**config.mk**
```make
export PLATFORM = sky130hd
export DESIGN_NAME = bus_arb_top
export DESIGN_NICKNAME = d
export VERILOG_FILES = /design/src/bus_arb_pkg.sv /design/src/prio_mux_arb.sv /design/src/lane_merge.sv /design/src/bus_arb_top.sv
export SDC_FILE = /design/constraint.sdc
export NUM_CORES = 1
export LEC_CHECK = 0
export BUFFER_PORTS_ARGS = -buffer_cell sky130_fd_sc_hd__buf_2
export CELL_PAD_IN_SITES_DETAIL_PLACEMENT = 0
export CELL_PAD_IN_SITES_GLOBAL_PLACEMENT = 2
export CORE_MARGIN = 3
export CORE_UTILIZATION = 38
export CTS_CLUSTER_SIZE = 10
export DETAILED_ROUTE_END_ITERATION = 6
export PLACE_DENSITY_LB_ADDON = 0.05
export SLEW_MARGIN = 20
export SYNTH_ARGS = -nofsm -noshare
export SYNTH_HDL_FRONTEND = slang
export SYNTH_SLANG_ARGS = --single-unit
```
**constraint.sdc**
```tcl
create_clock -name clk -period 3.6 [get_ports clk]
set_input_delay 0.54 -clock clk [delete_from_list [all_inputs] [get_ports clk]]
set_output_delay 0.54 -clock clk [all_outputs]
set_load 0.005 [all_outputs]
```
**src/bus_arb_pkg.sv**
```systemverilog
// Shared constants for the bus front end; the case logic in the arbiter assumes exactly 4 clients
`default_nettype none

package bus_arb_pkg;

    // Clients per lane
    // The arbiter priority case and the grant vectors are written for this count
    localparam int num_clients = 4;

    // Width of a client index inside one lane
    localparam int client_id_w = 2;

    // Lane served on the bus
    // Also the merger's record of the last lane it served
    typedef enum logic {
        lane_rd = 1'b0,
        lane_wr = 1'b1
    } lane_e;

endpackage

`default_nettype wire

```
**src/prio_mux_arb.sv**
```systemverilog
// Fixed-priority 4-client arbiter with payload mux; 3-cycle latency, no back-pressure, losers not held
`timescale 1ns/1ns
`default_nettype none

module prio_mux_arb #(
    parameter type payload_t = logic [15:0]
) (
    input  logic                                clk,
    input  logic                                rst_n,
    input  logic [bus_arb_pkg::num_clients-1:0] req,
    input  payload_t                            payload [bus_arb_pkg::num_clients],
    output logic [bus_arb_pkg::num_clients-1:0] grant,
    output payload_t                            grant_payload
);

    // Stage 1: sampled requests and payloads
    logic [bus_arb_pkg::num_clients-1:0] req_s1;
    payload_t                            payload_s1 [bus_arb_pkg::num_clients];
    logic                                valid_s1;

    // Stage 2: resolved winner
    logic [bus_arb_pkg::num_clients-1:0] grant_s2;
    payload_t                            payload_s2;
    logic                                valid_s2;

    // Combinational winner selection from stage 1
    logic [bus_arb_pkg::num_clients-1:0] sel_grant;
    payload_t                            sel_payload;

    // Lowest index wins
    always_comb begin
        sel_grant   = '0;
        sel_payload = '0;
        case (1'b1)
            req_s1[0]: begin
                sel_grant   = 4'b0001;
                sel_payload = payload_s1[0];
            end
            req_s1[1]: begin
                sel_grant   = 4'b0010;
                sel_payload = payload_s1[1];
            end
            req_s1[2]: begin
                sel_grant   = 4'b0100;
                sel_payload = payload_s1[2];
            end
            req_s1[3]: begin
                sel_grant   = 4'b1000;
                sel_payload = payload_s1[3];
            end
            default: begin
                sel_grant   = '0;
                sel_payload = '0;
            end
        endcase
    end

    // Control pipeline
    always_ff @(posedge clk or negedge rst_n) begin
        if (!rst_n) begin
            req_s1        <= '0;
            valid_s1      <= 1'b0;
            grant_s2      <= '0;
            valid_s2      <= 1'b0;
            grant         <= '0;
            grant_payload <= '0;
        end else begin
            req_s1   <= req;
            valid_s1 <= |req;
            // Stage 2 keeps its last winner through empty cycles
            if (valid_s1) begin
                grant_s2 <= sel_grant;
            end
            valid_s2 <= valid_s1;
            // Output masks the held stage 2 value when idle
            if (valid_s2) begin
                grant         <= grant_s2;
                grant_payload <= payload_s2;
            end else begin
                grant         <= '0;
                grant_payload <= '0;
            end
        end
    end

    // Payload pipeline
    always_ff @(posedge clk) begin
        for (int i = 0; i < bus_arb_pkg::num_clients; i++) begin
            payload_s1[i] <= payload[i];
        end
        if (valid_s1) begin
            payload_s2 <= sel_payload;
        end
    end

endmodule

`default_nettype wire

```
**src/lane_merge.sv**
```systemverilog
// Merges read and write lane winners onto one bus, alternating on ties; a losing lane is dropped, not queued
`timescale 1ns/1ns
`default_nettype none

module lane_merge #(
    parameter int addr_w = 16,
    parameter int data_w = 16
) (
    input  logic                                clk,
    input  logic                                rst_n,
    input  logic [bus_arb_pkg::num_clients-1:0] rd_grant,
    input  logic [addr_w-1:0]                   rd_payload,
    input  logic [bus_arb_pkg::num_clients-1:0] wr_grant,
    input  logic [addr_w+data_w-1:0]            wr_payload,
    output logic                                bus_valid,
    output bus_arb_pkg::lane_e                  bus_lane,
    output logic [bus_arb_pkg::client_id_w-1:0] bus_client,
    output logic [addr_w-1:0]                   bus_addr,
    output logic [data_w-1:0]                   bus_wdata
);

    // Lane valids come straight from the grants
    logic rd_valid;
    logic wr_valid;

    logic [bus_arb_pkg::client_id_w-1:0] rd_client;
    logic [bus_arb_pkg::client_id_w-1:0] wr_client;

    // Write payload fields, address in the upper bits
    logic [addr_w-1:0] wr_addr;
    logic [data_w-1:0] wr_data;

    logic serve_rd;
    logic serve_wr;

    // Last lane that reached the bus
    bus_arb_pkg::lane_e last_lane;

    // One-hot grant to client index
    function automatic logic [bus_arb_pkg::client_id_w-1:0] onehot_to_idx(
        input logic [bus_arb_pkg::num_clients-1:0] oh
    );
        logic [bus_arb_pkg::client_id_w-1:0] idx;
        idx = '0;
        for (int i = 0; i < bus_arb_pkg::num_clients; i++) begin
            if (oh[i]) begin
                idx = i[bus_arb_pkg::client_id_w-1:0];
            end
        end
        return idx;
    endfunction

    assign rd_valid  = |rd_grant;
    assign wr_valid  = |wr_grant;
    assign rd_client = onehot_to_idx(rd_grant);
    assign wr_client = onehot_to_idx(wr_grant);
    assign wr_addr   = wr_payload[addr_w+data_w-1:data_w];
    assign wr_data   = wr_payload[data_w-1:0];

    // On a tie, read goes unless read was the last lane served
    assign serve_rd = rd_valid && (!wr_valid || last_lane == bus_arb_pkg::lane_wr);
    assign serve_wr = wr_valid && !serve_rd;

    always_ff @(posedge clk or negedge rst_n) begin
        if (!rst_n) begin
            bus_valid  <= 1'b0;
            bus_lane   <= bus_arb_pkg::lane_rd;
            bus_client <= '0;
            bus_addr   <= '0;
            bus_wdata  <= '0;
            // First tie after reset goes to read
            last_lane  <= bus_arb_pkg::lane_wr;
        end else if (serve_rd) begin
            bus_valid  <= 1'b1;
            bus_lane   <= bus_arb_pkg::lane_rd;
            bus_client <= rd_client;
            bus_addr   <= rd_payload;
            bus_wdata  <= '0;
            last_lane  <= bus_arb_pkg::lane_rd;
        end else if (serve_wr) begin
            bus_valid  <= 1'b1;
            bus_lane   <= bus_arb_pkg::lane_wr;
            bus_client <= wr_client;
            bus_addr   <= wr_addr;
            bus_wdata  <= wr_data;
            last_lane  <= bus_arb_pkg::lane_wr;
        end else begin
            // Idle cycle, record unchanged
            bus_valid  <= 1'b0;
            bus_lane   <= bus_arb_pkg::lane_rd;
            bus_client <= '0;
            bus_addr   <= '0;
            bus_wdata  <= '0;
        end
    end

endmodule

`default_nettype wire

```
**src/bus_arb_top.sv**
```systemverilog
// Memory-bus front end for 4 read and 4 write clients; grants after 3 cycles, bus after 4, no ready/stall
`timescale 1ns/1ns
`default_nettype none

module bus_arb_top #(
    parameter int addr_w = 16,
    parameter int data_w = 16
) (
    input  logic                                clk,
    input  logic                                rst_n,

    // Read clients
    input  logic [bus_arb_pkg::num_clients-1:0] rd_req,
    input  logic [addr_w-1:0]                   rd_addr [bus_arb_pkg::num_clients],

    // Write clients
    input  logic [bus_arb_pkg::num_clients-1:0] wr_req,
    input  logic [addr_w-1:0]                   wr_addr [bus_arb_pkg::num_clients],
    input  logic [data_w-1:0]                   wr_data [bus_arb_pkg::num_clients],

    // Local grants back to the clients
    output logic [bus_arb_pkg::num_clients-1:0] rd_grant,
    output logic [bus_arb_pkg::num_clients-1:0] wr_grant,

    // Bus side
    output logic                                bus_valid,
    output bus_arb_pkg::lane_e                  bus_lane,
    output logic [bus_arb_pkg::client_id_w-1:0] bus_client,
    output logic [addr_w-1:0]                   bus_addr,
    output logic [data_w-1:0]                   bus_wdata
);

    // Packed write payloads, address above data
    logic [addr_w+data_w-1:0] wr_payload [bus_arb_pkg::num_clients];

    // Lane winners
    logic [addr_w-1:0]        rd_win_payload;
    logic [addr_w+data_w-1:0] wr_win_payload;

    for (genvar i = 0; i < bus_arb_pkg::num_clients; i++) begin : g_wr_pack
        assign wr_payload[i] = {wr_addr[i], wr_data[i]};
    end

    prio_mux_arb #(
        .payload_t (logic [addr_w-1:0])
    ) rd_arb_inst (
        .clk           (clk),
        .rst_n         (rst_n),
        .req           (rd_req),
        .payload       (rd_addr),
        .grant         (rd_grant),
        .grant_payload (rd_win_payload)
    );

    prio_mux_arb #(
        .payload_t (logic [addr_w+data_w-1:0])
    ) wr_arb_inst (
        .clk           (clk),
        .rst_n         (rst_n),
        .req           (wr_req),
        .payload       (wr_payload),
        .grant         (wr_grant),
        .grant_payload (wr_win_payload)
    );

    // Read/write alternation onto the single bus
    lane_merge #(
        .addr_w (addr_w),
        .data_w (data_w)
    ) lane_merge_inst (
        .clk        (clk),
        .rst_n      (rst_n),
        .rd_grant   (rd_grant),
        .rd_payload (rd_win_payload),
        .wr_grant   (wr_grant),
        .wr_payload (wr_win_payload),
        .bus_valid  (bus_valid),
        .bus_lane   (bus_lane),
        .bus_client (bus_client),
        .bus_addr   (bus_addr),
        .bus_wdata  (bus_wdata)
    );

endmodule

`default_nettype wire

```
==> implementation parameters, run 1 <==
Parameter                              Value

Outcome
  Result of the run ... finished clean

Logic synthesis
  Dominant synthesized flop cell ... dfxtp_1
  Avg Cell Area, Syn ... 14.6 um^2
  Synthesized area ... 10500 um^2
  Portion of netlist area occupied by mux cells ... 0.00215
  Basic-gate share of the synthesized area counting and, or, nand and nor cells ... 0.104
  Compound-Gate Fraction of Synth Area ... 0.0972
  Number of distinct standard cells referenced by the synthesized netlist ... 32
  Synthesized-area fraction occupied by adder cells ... 0
  FF+latch count, synth ... 353
  Count of flip-flops with a built-in enable after synthesis ... 48
  Post-Synth XOR/XNOR Area ... 0
  Main combinational cell family by area after synthesis ... simple AND/OR/NAND/NOR gates
  Share of flip-flops with an asynchronous set or reset after synthesis ... 0.320
  Number of warnings printed during yosys synthesis ... 0
  Synthesized netlist cell count ... 720
  Synthesized netlist net count ... 922
  Sequential area share after synthesis ... 0.774

Finish
  Final instance area ... 13200 um^2
  Most common library cell in the layout ignoring fill and taps ... buf_2
  Post-route non-filler standard cell count ... 1343
  Area delta synth->final ... 25.9%
  Net count of the finished layout ... 1171
  Layout cell share with drive strength beyond 1 ... 0.321
  Highest-count cells in the layout ignoring fill and taps ... buf_2 (244), dfxtp_1 (192), dfrtp_1 (108), and2_1 (72)

Timing
  Setup repair after global routing missed its margin ... no
  Fin crit share ... 0.526
  Maximum clock frequency ... 529 MHz
  Count of final hold-check violations ... 0
  Setup violators final ... 0
  Slew of the pin with the lowest slew margin ... 1010 ps
  Total negative slack ... 0 ps
  Period minus WS final ... 1890 ps
  Setup Skew ... 7.85 ps
  Final setup margin ... 1710 ps
  Final slew viol count ... 0
  Rel. slew slack ... 0.329

Clock network
  Number of buffers inserted to repair setup after CTS ... 0
  CTS tree ... done
  Num CTS Buffers ... 41
  Clock insertion delay at the later pin of the skew report ... 510 ps
  CTS Sinks ... 353
  Clk buf depth ... 3
  Hold-fix buffer count after cts ... 0
  Clock root buffer ... clkbuf_16
  Number of instances resized during post-cts repair ... 0
  Depth of the CTS H-tree ... 2
  Clock edge transition at the registers on the reported setup and hold paths ... 60 ps

Placed design
  Area after DPL ... 12000 um^2
  Routability cong. ... 0.796
  HPWL Detailed ... 15700 um
  Post-Place Worst Slack ... 1720 ps
  Dpl cells ... 1267
  Port Buffer Count ... 245

Power and ir drop
  Lkg Pwr ... 5.86 nW
  Power per Cell Area ... 665 nW/um^2
  Maximum VDD drop ... 0.316 mV

Critical path
  Worst setup SP type ... flip-flop
  Crit end category ... flip-flop
  Data arrival time at the worst-slack endpoint ... 2340 ps
  Critical path fanouts, max ... 33
  Crit Path Class ... flip-flop to flip-flop
  Required time at the worst-slack endpoint ... 4050 ps

Route
  Routed wire length per instance ... 17.1 um
  Starting DRC count in detailed routing ... 252
  Number of nets with antenna violations after routing ... 0
  Number of design rule violations left after detail routing ... 0
  Via total after detailed routing ... 6209
  Vias/cell ... 4.62
  First-pass detailed-route iteration total ... 7
  Routed WL ... 23000 um

Global route
  Wire length of the first global-routing pass ... 35600 um
  Global route total overflow ... 0
  Tot GR Track Use ... 0.155
  Via count of the first global-routing pass ... 6652
  Pin count of the biggest net entering global routing ... 68
  Number of antenna violations at the first check in global routing ... 4

Die
  Die outline width ... 172 um
  Initial standard-cell utilization of the core ... 0.388
  Number of standard-cell rows in the floorplan ... 60
  Std-Cell Core Area ... 27000 um^2
  Count of boundary I/O pins ... 246
  Area enclosed by the die boundary ... 29600 um^2
  Die extent in y ... 172 um

Flow run
  Number of max-cap violations ... 0

Hold path
  Hold WC Path Type ... input pin to async pin
-- kinds of logic after synthesis --
| group | Yosys count |
|---|---|
| muxes | 2 |
| DFF | 353 |
| buffers and inverters | 50 |
| and+or+nand+nor | 190 |
| AOI/OAI and AO/OA | 125 |
-- sequential cells by signal (all words and copies together) (netlist names), 2 cells and up --
signal	flops
lane_merge_inst.bus_wdata	16
rd_arb_inst.req_s1	4
wr_arb_inst.grant_payload	32
rd_arb_inst.payload_s2	16
wr_arb_inst.payload_s2	32
lane_merge_inst.bus_addr	16
rd_arb_inst.payload_s1	64
rd_arb_inst.grant_payload	16
lane_merge_inst.bus_client	2
rd_arb_inst.grant_s2	4
rd_arb_inst.grant	4
wr_arb_inst.req_s1	4
wr_arb_inst.payload_s1	128
wr_arb_inst.grant	4
wr_arb_inst.grant_s2	4
-- Yosys cell counts (2+ instances only) --
library cell,instances,area [um^2]
o31ai_1,48,360
inv_1,7,26.3
buf_2,7,35.0
nor2b_1,50,313
nor2_1,6,22.5
nand3_1,4,20.0
o22ai_1,2,12.5
nand3b_1,2,15.0
edfxtp_1,48,1440
buf_6,5,56.3
nand2_1,49,184
o21ai_0,7,35.0
nor4_4,2,42.5
a221oi_1,48,420
dfxtp_1,192,3840
and2_1,72,450
clkbuf_1,29,109
dfrtp_1,112,2800
a22o_1,3,26.3
mux2_2,2,22.5
or4_1,2,15.0
a22o_2,13,130
-- power by group --
part	switching (mW)	leakage, nW	total [mW]	internal (mW)
Combinational	0.265	1.76	0.565	0.300
Sequential	0.154	3.52	4.52	4.36
Clock	1.45	0.581	3.70	2.25
Total	1.87	5.86	8.78	6.91
-- worst max-delay path: stages (launching register included) --
cell	delay (ps)
dfrtp_1	420
o41a_1	490
nor2_4	640
a22o_2	270
-- metrics by stage --
step	util	power (mW)	hold WS (ps)
finish	0.488	8.78	126
global route	0.488	9.20	93.9
floorplan	-	4.85	244
global placement	0.443	5.17	431
detailed placement	0.443	5.18	435
CTS	0.488	8.93	99.3
-- final cells by class --
| type | count | area, um^2 |
|---|---|---|
| timing repair buffer | 249 | 1260 |
| fill | 2426 | 13800 |
| clock buffer | 72 | 1200 |
| antenna | 3 | 7.51 |
| multi-input combinational | 317 | 2140 |
| clock inverter | 1 | 8.76 |
| sequential | 353 | 8120 |
| inverter | 7 | 26.3 |
| tap | 341 | 427 |
-- per-layer routing --
| metal | part of all wire | vias up | GRT usage |
|---|---|---|---|
| li1 | - | 3018 | - |
| met1 | 0.43 | 2972 | 0.202 |
| met2 | 0.49 | 180 | 0.256 |
| met3 | 0.060 | 37 | 0.0425 |
| met4 | 0.016 | 2 | 0.0469 |
| met5 | 0.00057 | - | 0 |
-- final timing paths --
| check | slack [ps] | startpoint | depth (start not counted) | endpoint |
|---|---|---|---|---|
| worst max-delay path | 1710 | rd_arb_inst.grant[1]$_DFF_PN0_ | 3 | lane_merge_inst.bus_addr[3]$_DFF_PN0_ |
| worst min-delay path | 130 | rst_n | 1 | wr_arb_inst.grant_payload[6]$_DFF_PN0_ |
| worst max register to register | 1710 | rd_arb_inst.grant[1]$_DFF_PN0_ | 3 | lane_merge_inst.bus_addr[3]$_DFF_PN0_ |
| worst min register to register | 440 | wr_arb_inst.grant_payload[12]$_DFF_PN0_ | 1 | lane_merge_inst.bus_wdata[12]$_DFF_PN0_ |
| max in group asynchronous | 2550 | rst_n | 2 | rd_arb_inst.req_s1[0]$_DFF_PN0_ |
| min in group clk | 130 | wr_data[48] | 1 | wr_arb_inst.payload_s1[0][0]$_DFF_P_ |
(Power assumes the default switching activity.)
==> run 2: changes to the inputs <==
Settings changed: CORE_UTILIZATION 38 to 32.
Clock period 3.6 ns to 1.7 ns, I/O delays scaled along.
==> implementation parameters, run 2 (synthesized netlist as in run 1, its figures left out) <==
Parameter                              Value

Route
  Routed length on met2 ... 12900 um (+14%)
  Starting DRC count in detailed routing ... 218 (-13%)
  Number of design rule violations left after detail routing ... 0 (unchanged)
  Vias/cell ... 4.31 (-6.8%)
  Routed WL ... 25900 um (+13%)
  Via total after detailed routing ... 7126 (+15%)
  Met1 wire length ... 11000 um (+11%)
  Highest Signal Layer ... met4
  Routed wire length per instance ... 15.6 um (-8.5%)
  Number of nets with antenna violations after routing ... 0 (unchanged)
  First-pass detailed-route iteration total ... 4 (-3)
  Met3 Wirelength ... 1260 um (-9.6%)

Timing
  Rel. slew slack ... 0.358 (+0.0286)
  Maximum clock frequency ... 636 MHz (+20%)
  Period minus WS final ... 1570 ps (-320 ps)
  Fin crit share ... 0.925 (+0.399)
  Total negative slack ... 0 ps (unchanged)
  Setup repair after global routing missed its margin ... no
  Final setup margin ... 128 ps (-1580 ps)
  Slew of the pin with the lowest slew margin ... 963 ps (-42.8 ps)
  Count of final hold-check violations ... 0 (unchanged)
  Final slew viol count ... 0 (unchanged)
  Setup violators final ... 0 (unchanged)
  Setup Skew ... 17.5 ps (+9.62 ps)

Clock network
  Clock insertion delay at the later pin of the skew report ... 510 ps (about the same)
  CTS tree ... done
  CTS Sinks ... 353 (unchanged)
  Number of instances resized during post-cts repair ... 0 (unchanged)
  Depth of the CTS H-tree ... 2 (unchanged)
  Clock root buffer ... clkbuf_16
  Number of buffers inserted to repair setup after CTS ... 0 (unchanged)
  Clk buf depth ... 3 (unchanged)
  Hold-fix buffer count after cts ... 201 (+201)
  Num CTS Buffers ... 41 (unchanged)
  Clock edge transition at the registers on the reported setup and hold paths ... 50 ps (about the same)

Die
  Die outline width ... 187 um (+8.7%)
  Count of boundary I/O pins ... 246 (unchanged)
  Std-Cell Core Area ... 31900 um^2 (+18%)
  Number of standard-cell rows in the floorplan ... 65 (+8.3%)
  Area enclosed by the die boundary ... 35000 um^2 (+18%)
  Initial standard-cell utilization of the core ... 0.329 (-0.0591)
  Die extent in y ... 187 um (+8.7%)

Finish
  Fillers ... 2862 (+18%)
  Net count of the finished layout ... 1390 (+19%)
  Area of the multi-input gates ... 2140 um^2 (unchanged)
  Post-route non-filler standard cell count ... 1653 (+23%)
  Largest registers ... wr_arb_inst.payload_s1: 128 flops, rd_arb_inst.payload_s1: 64 flops
  Most common library cell in the layout ignoring fill and taps ... buf_2
  Area taken by flip-flops and latches ... 8120 um^2 (about the same)
  Area delta synth->final ... 47.9%
  Layout cell share with drive strength beyond 1 ... 0.276 (-0.0450)
  Highest-count cells in the layout ignoring fill and taps ... buf_2 (244), dlygate4sd3_1 (201), dfxtp_1 (192), dfrtp_1 (109), and2_1 (72)
  Flip-flop count of the largest register after layout ... 128 (unchanged)
  Largest Register ... wr_arb_inst.payload_s1

Global route
  Global route total overflow ... 0 (unchanged)
  Tot GR Track Use ... 0.147 (-0.00831)
  Via count of the first global-routing pass ... 7787 (+17%)
  Wire length of the first global-routing pass ... 40900 um (+15%)
  Pin count of the biggest net entering global routing ... 44 (-35%)
  Number of antenna violations at the first check in global routing ... 2 (-2)

Critical path
  Critical path buffer and inverter count ... 1 (+1)
  Crit-path leading delay family ... compound AO/OA/AOI/OAI gates
  Data arrival time at the worst-slack endpoint ... 1860 ps (-480 ps)
  Critical path fanouts, max ... 16 (-52%)
  Worst setup SP type ... flip-flop
  Crit path max-delay cell type ... dfrtp_1
  Highest cell delay on the worst timing path ... 430 ps (-210 ps)
  Crit Path Class ... flip-flop to flip-flop
  Crit end category ... flip-flop
  Ordered list of cells on the worst path ... nor2b_4 > buf_12 > a221oi_1 > o31ai_1
  Required time at the worst-slack endpoint ... 1990 ps (-2060 ps)

Power and ir drop
  Total power ... 19.0 mW (+120%)
  Maximum VDD drop ... 0.603 mV (+91%)
  Lkg Pwr ... 6.80 nW (+16%)
  Power per Cell Area ... 1230 nW/um^2 (+84%)

Placed design
  Routability cong. ... 0.743 (-6.6%)
  Port Buffer Count ... 245 (unchanged)
  Dpl cells ... 1379 (+8.8%)
  HPWL Detailed ... 17500 um (+12%)
  Post-Place Worst Slack ... 84.9 ps (-1630 ps)

Flow run
  Number of max-cap violations ... 0 (unchanged)

Hold path
  Hold WC Path Type ... input pin to async pin

Outcome
  Result of the run ... finished clean
## run 2: cell types whose count changed in the layout (fill, tap and decap cells not counted), sizes merged
cell         change
dlygate4sd3    +201
clkbuf           -2
buf             +18
diode            -1
## run 2: final cells by class
type | instances | area share
clock buffers | 70 | 0.0760
multi-input cells | 317 | 0.138
clock inverters | 1 | 0.000565
flip-flops and latches | 353 | 0.524
well taps | 435 | 0.0351
repair buffers | 468 | 0.225
inverters | 7 | 0.00170
diodes | 2 | 0.000323
## run 2: per-stage QoR
stage	hold WS, ps	utilization	area, um^2
floorplan	-40.6	-	10500
global placement	263	0.386	12300
detailed placement	260	0.386	12300
CTS	253	0.486	15500
global route	276	0.486	15500
finish	250	0.486	15500
## run 2: per-layer routing
metal / GRT usage / vias up
li1: - / 3451
met1: 0.180 / 3445
met2: 0.256 / 185
met3: 0.0334 / 45
met4: 0.0523 / 0
met5: 0 / -
## run 2: power by group
group	switching (mW)	internal, mW
clock	3.11	4.67
combinational	0.733	0.988
sequential	0.259	9.24
## run 2: worst paths after layout
kind | slack (ps) | from | to | depth (start not counted)
worst max-delay path | 130 | wr_arb_inst.req_s1[2]$_DFF_PN0_ | wr_arb_inst.payload_s2[31]$_DFFE_PP_ | 4
worst min-delay path | 250 | rst_n | lane_merge_inst.bus_wdata[10]$_DFF_PN0_ | 2
worst max register to register | 130 | wr_arb_inst.req_s1[2]$_DFF_PN0_ | wr_arb_inst.payload_s2[31]$_DFFE_PP_ | 4
worst min register to register | 450 | wr_arb_inst.grant_payload[7]$_DFF_PN0_ | lane_merge_inst.bus_wdata[7]$_DFF_PN0_ | 1
max in group asynchronous | 830 | rst_n | rd_arb_inst.grant_payload[13]$_DFF_PN0_ | 3
min in group clk | 370 | wr_addr[10] | wr_arb_inst.payload_s1[3][26]$_DFF_P_ | 2
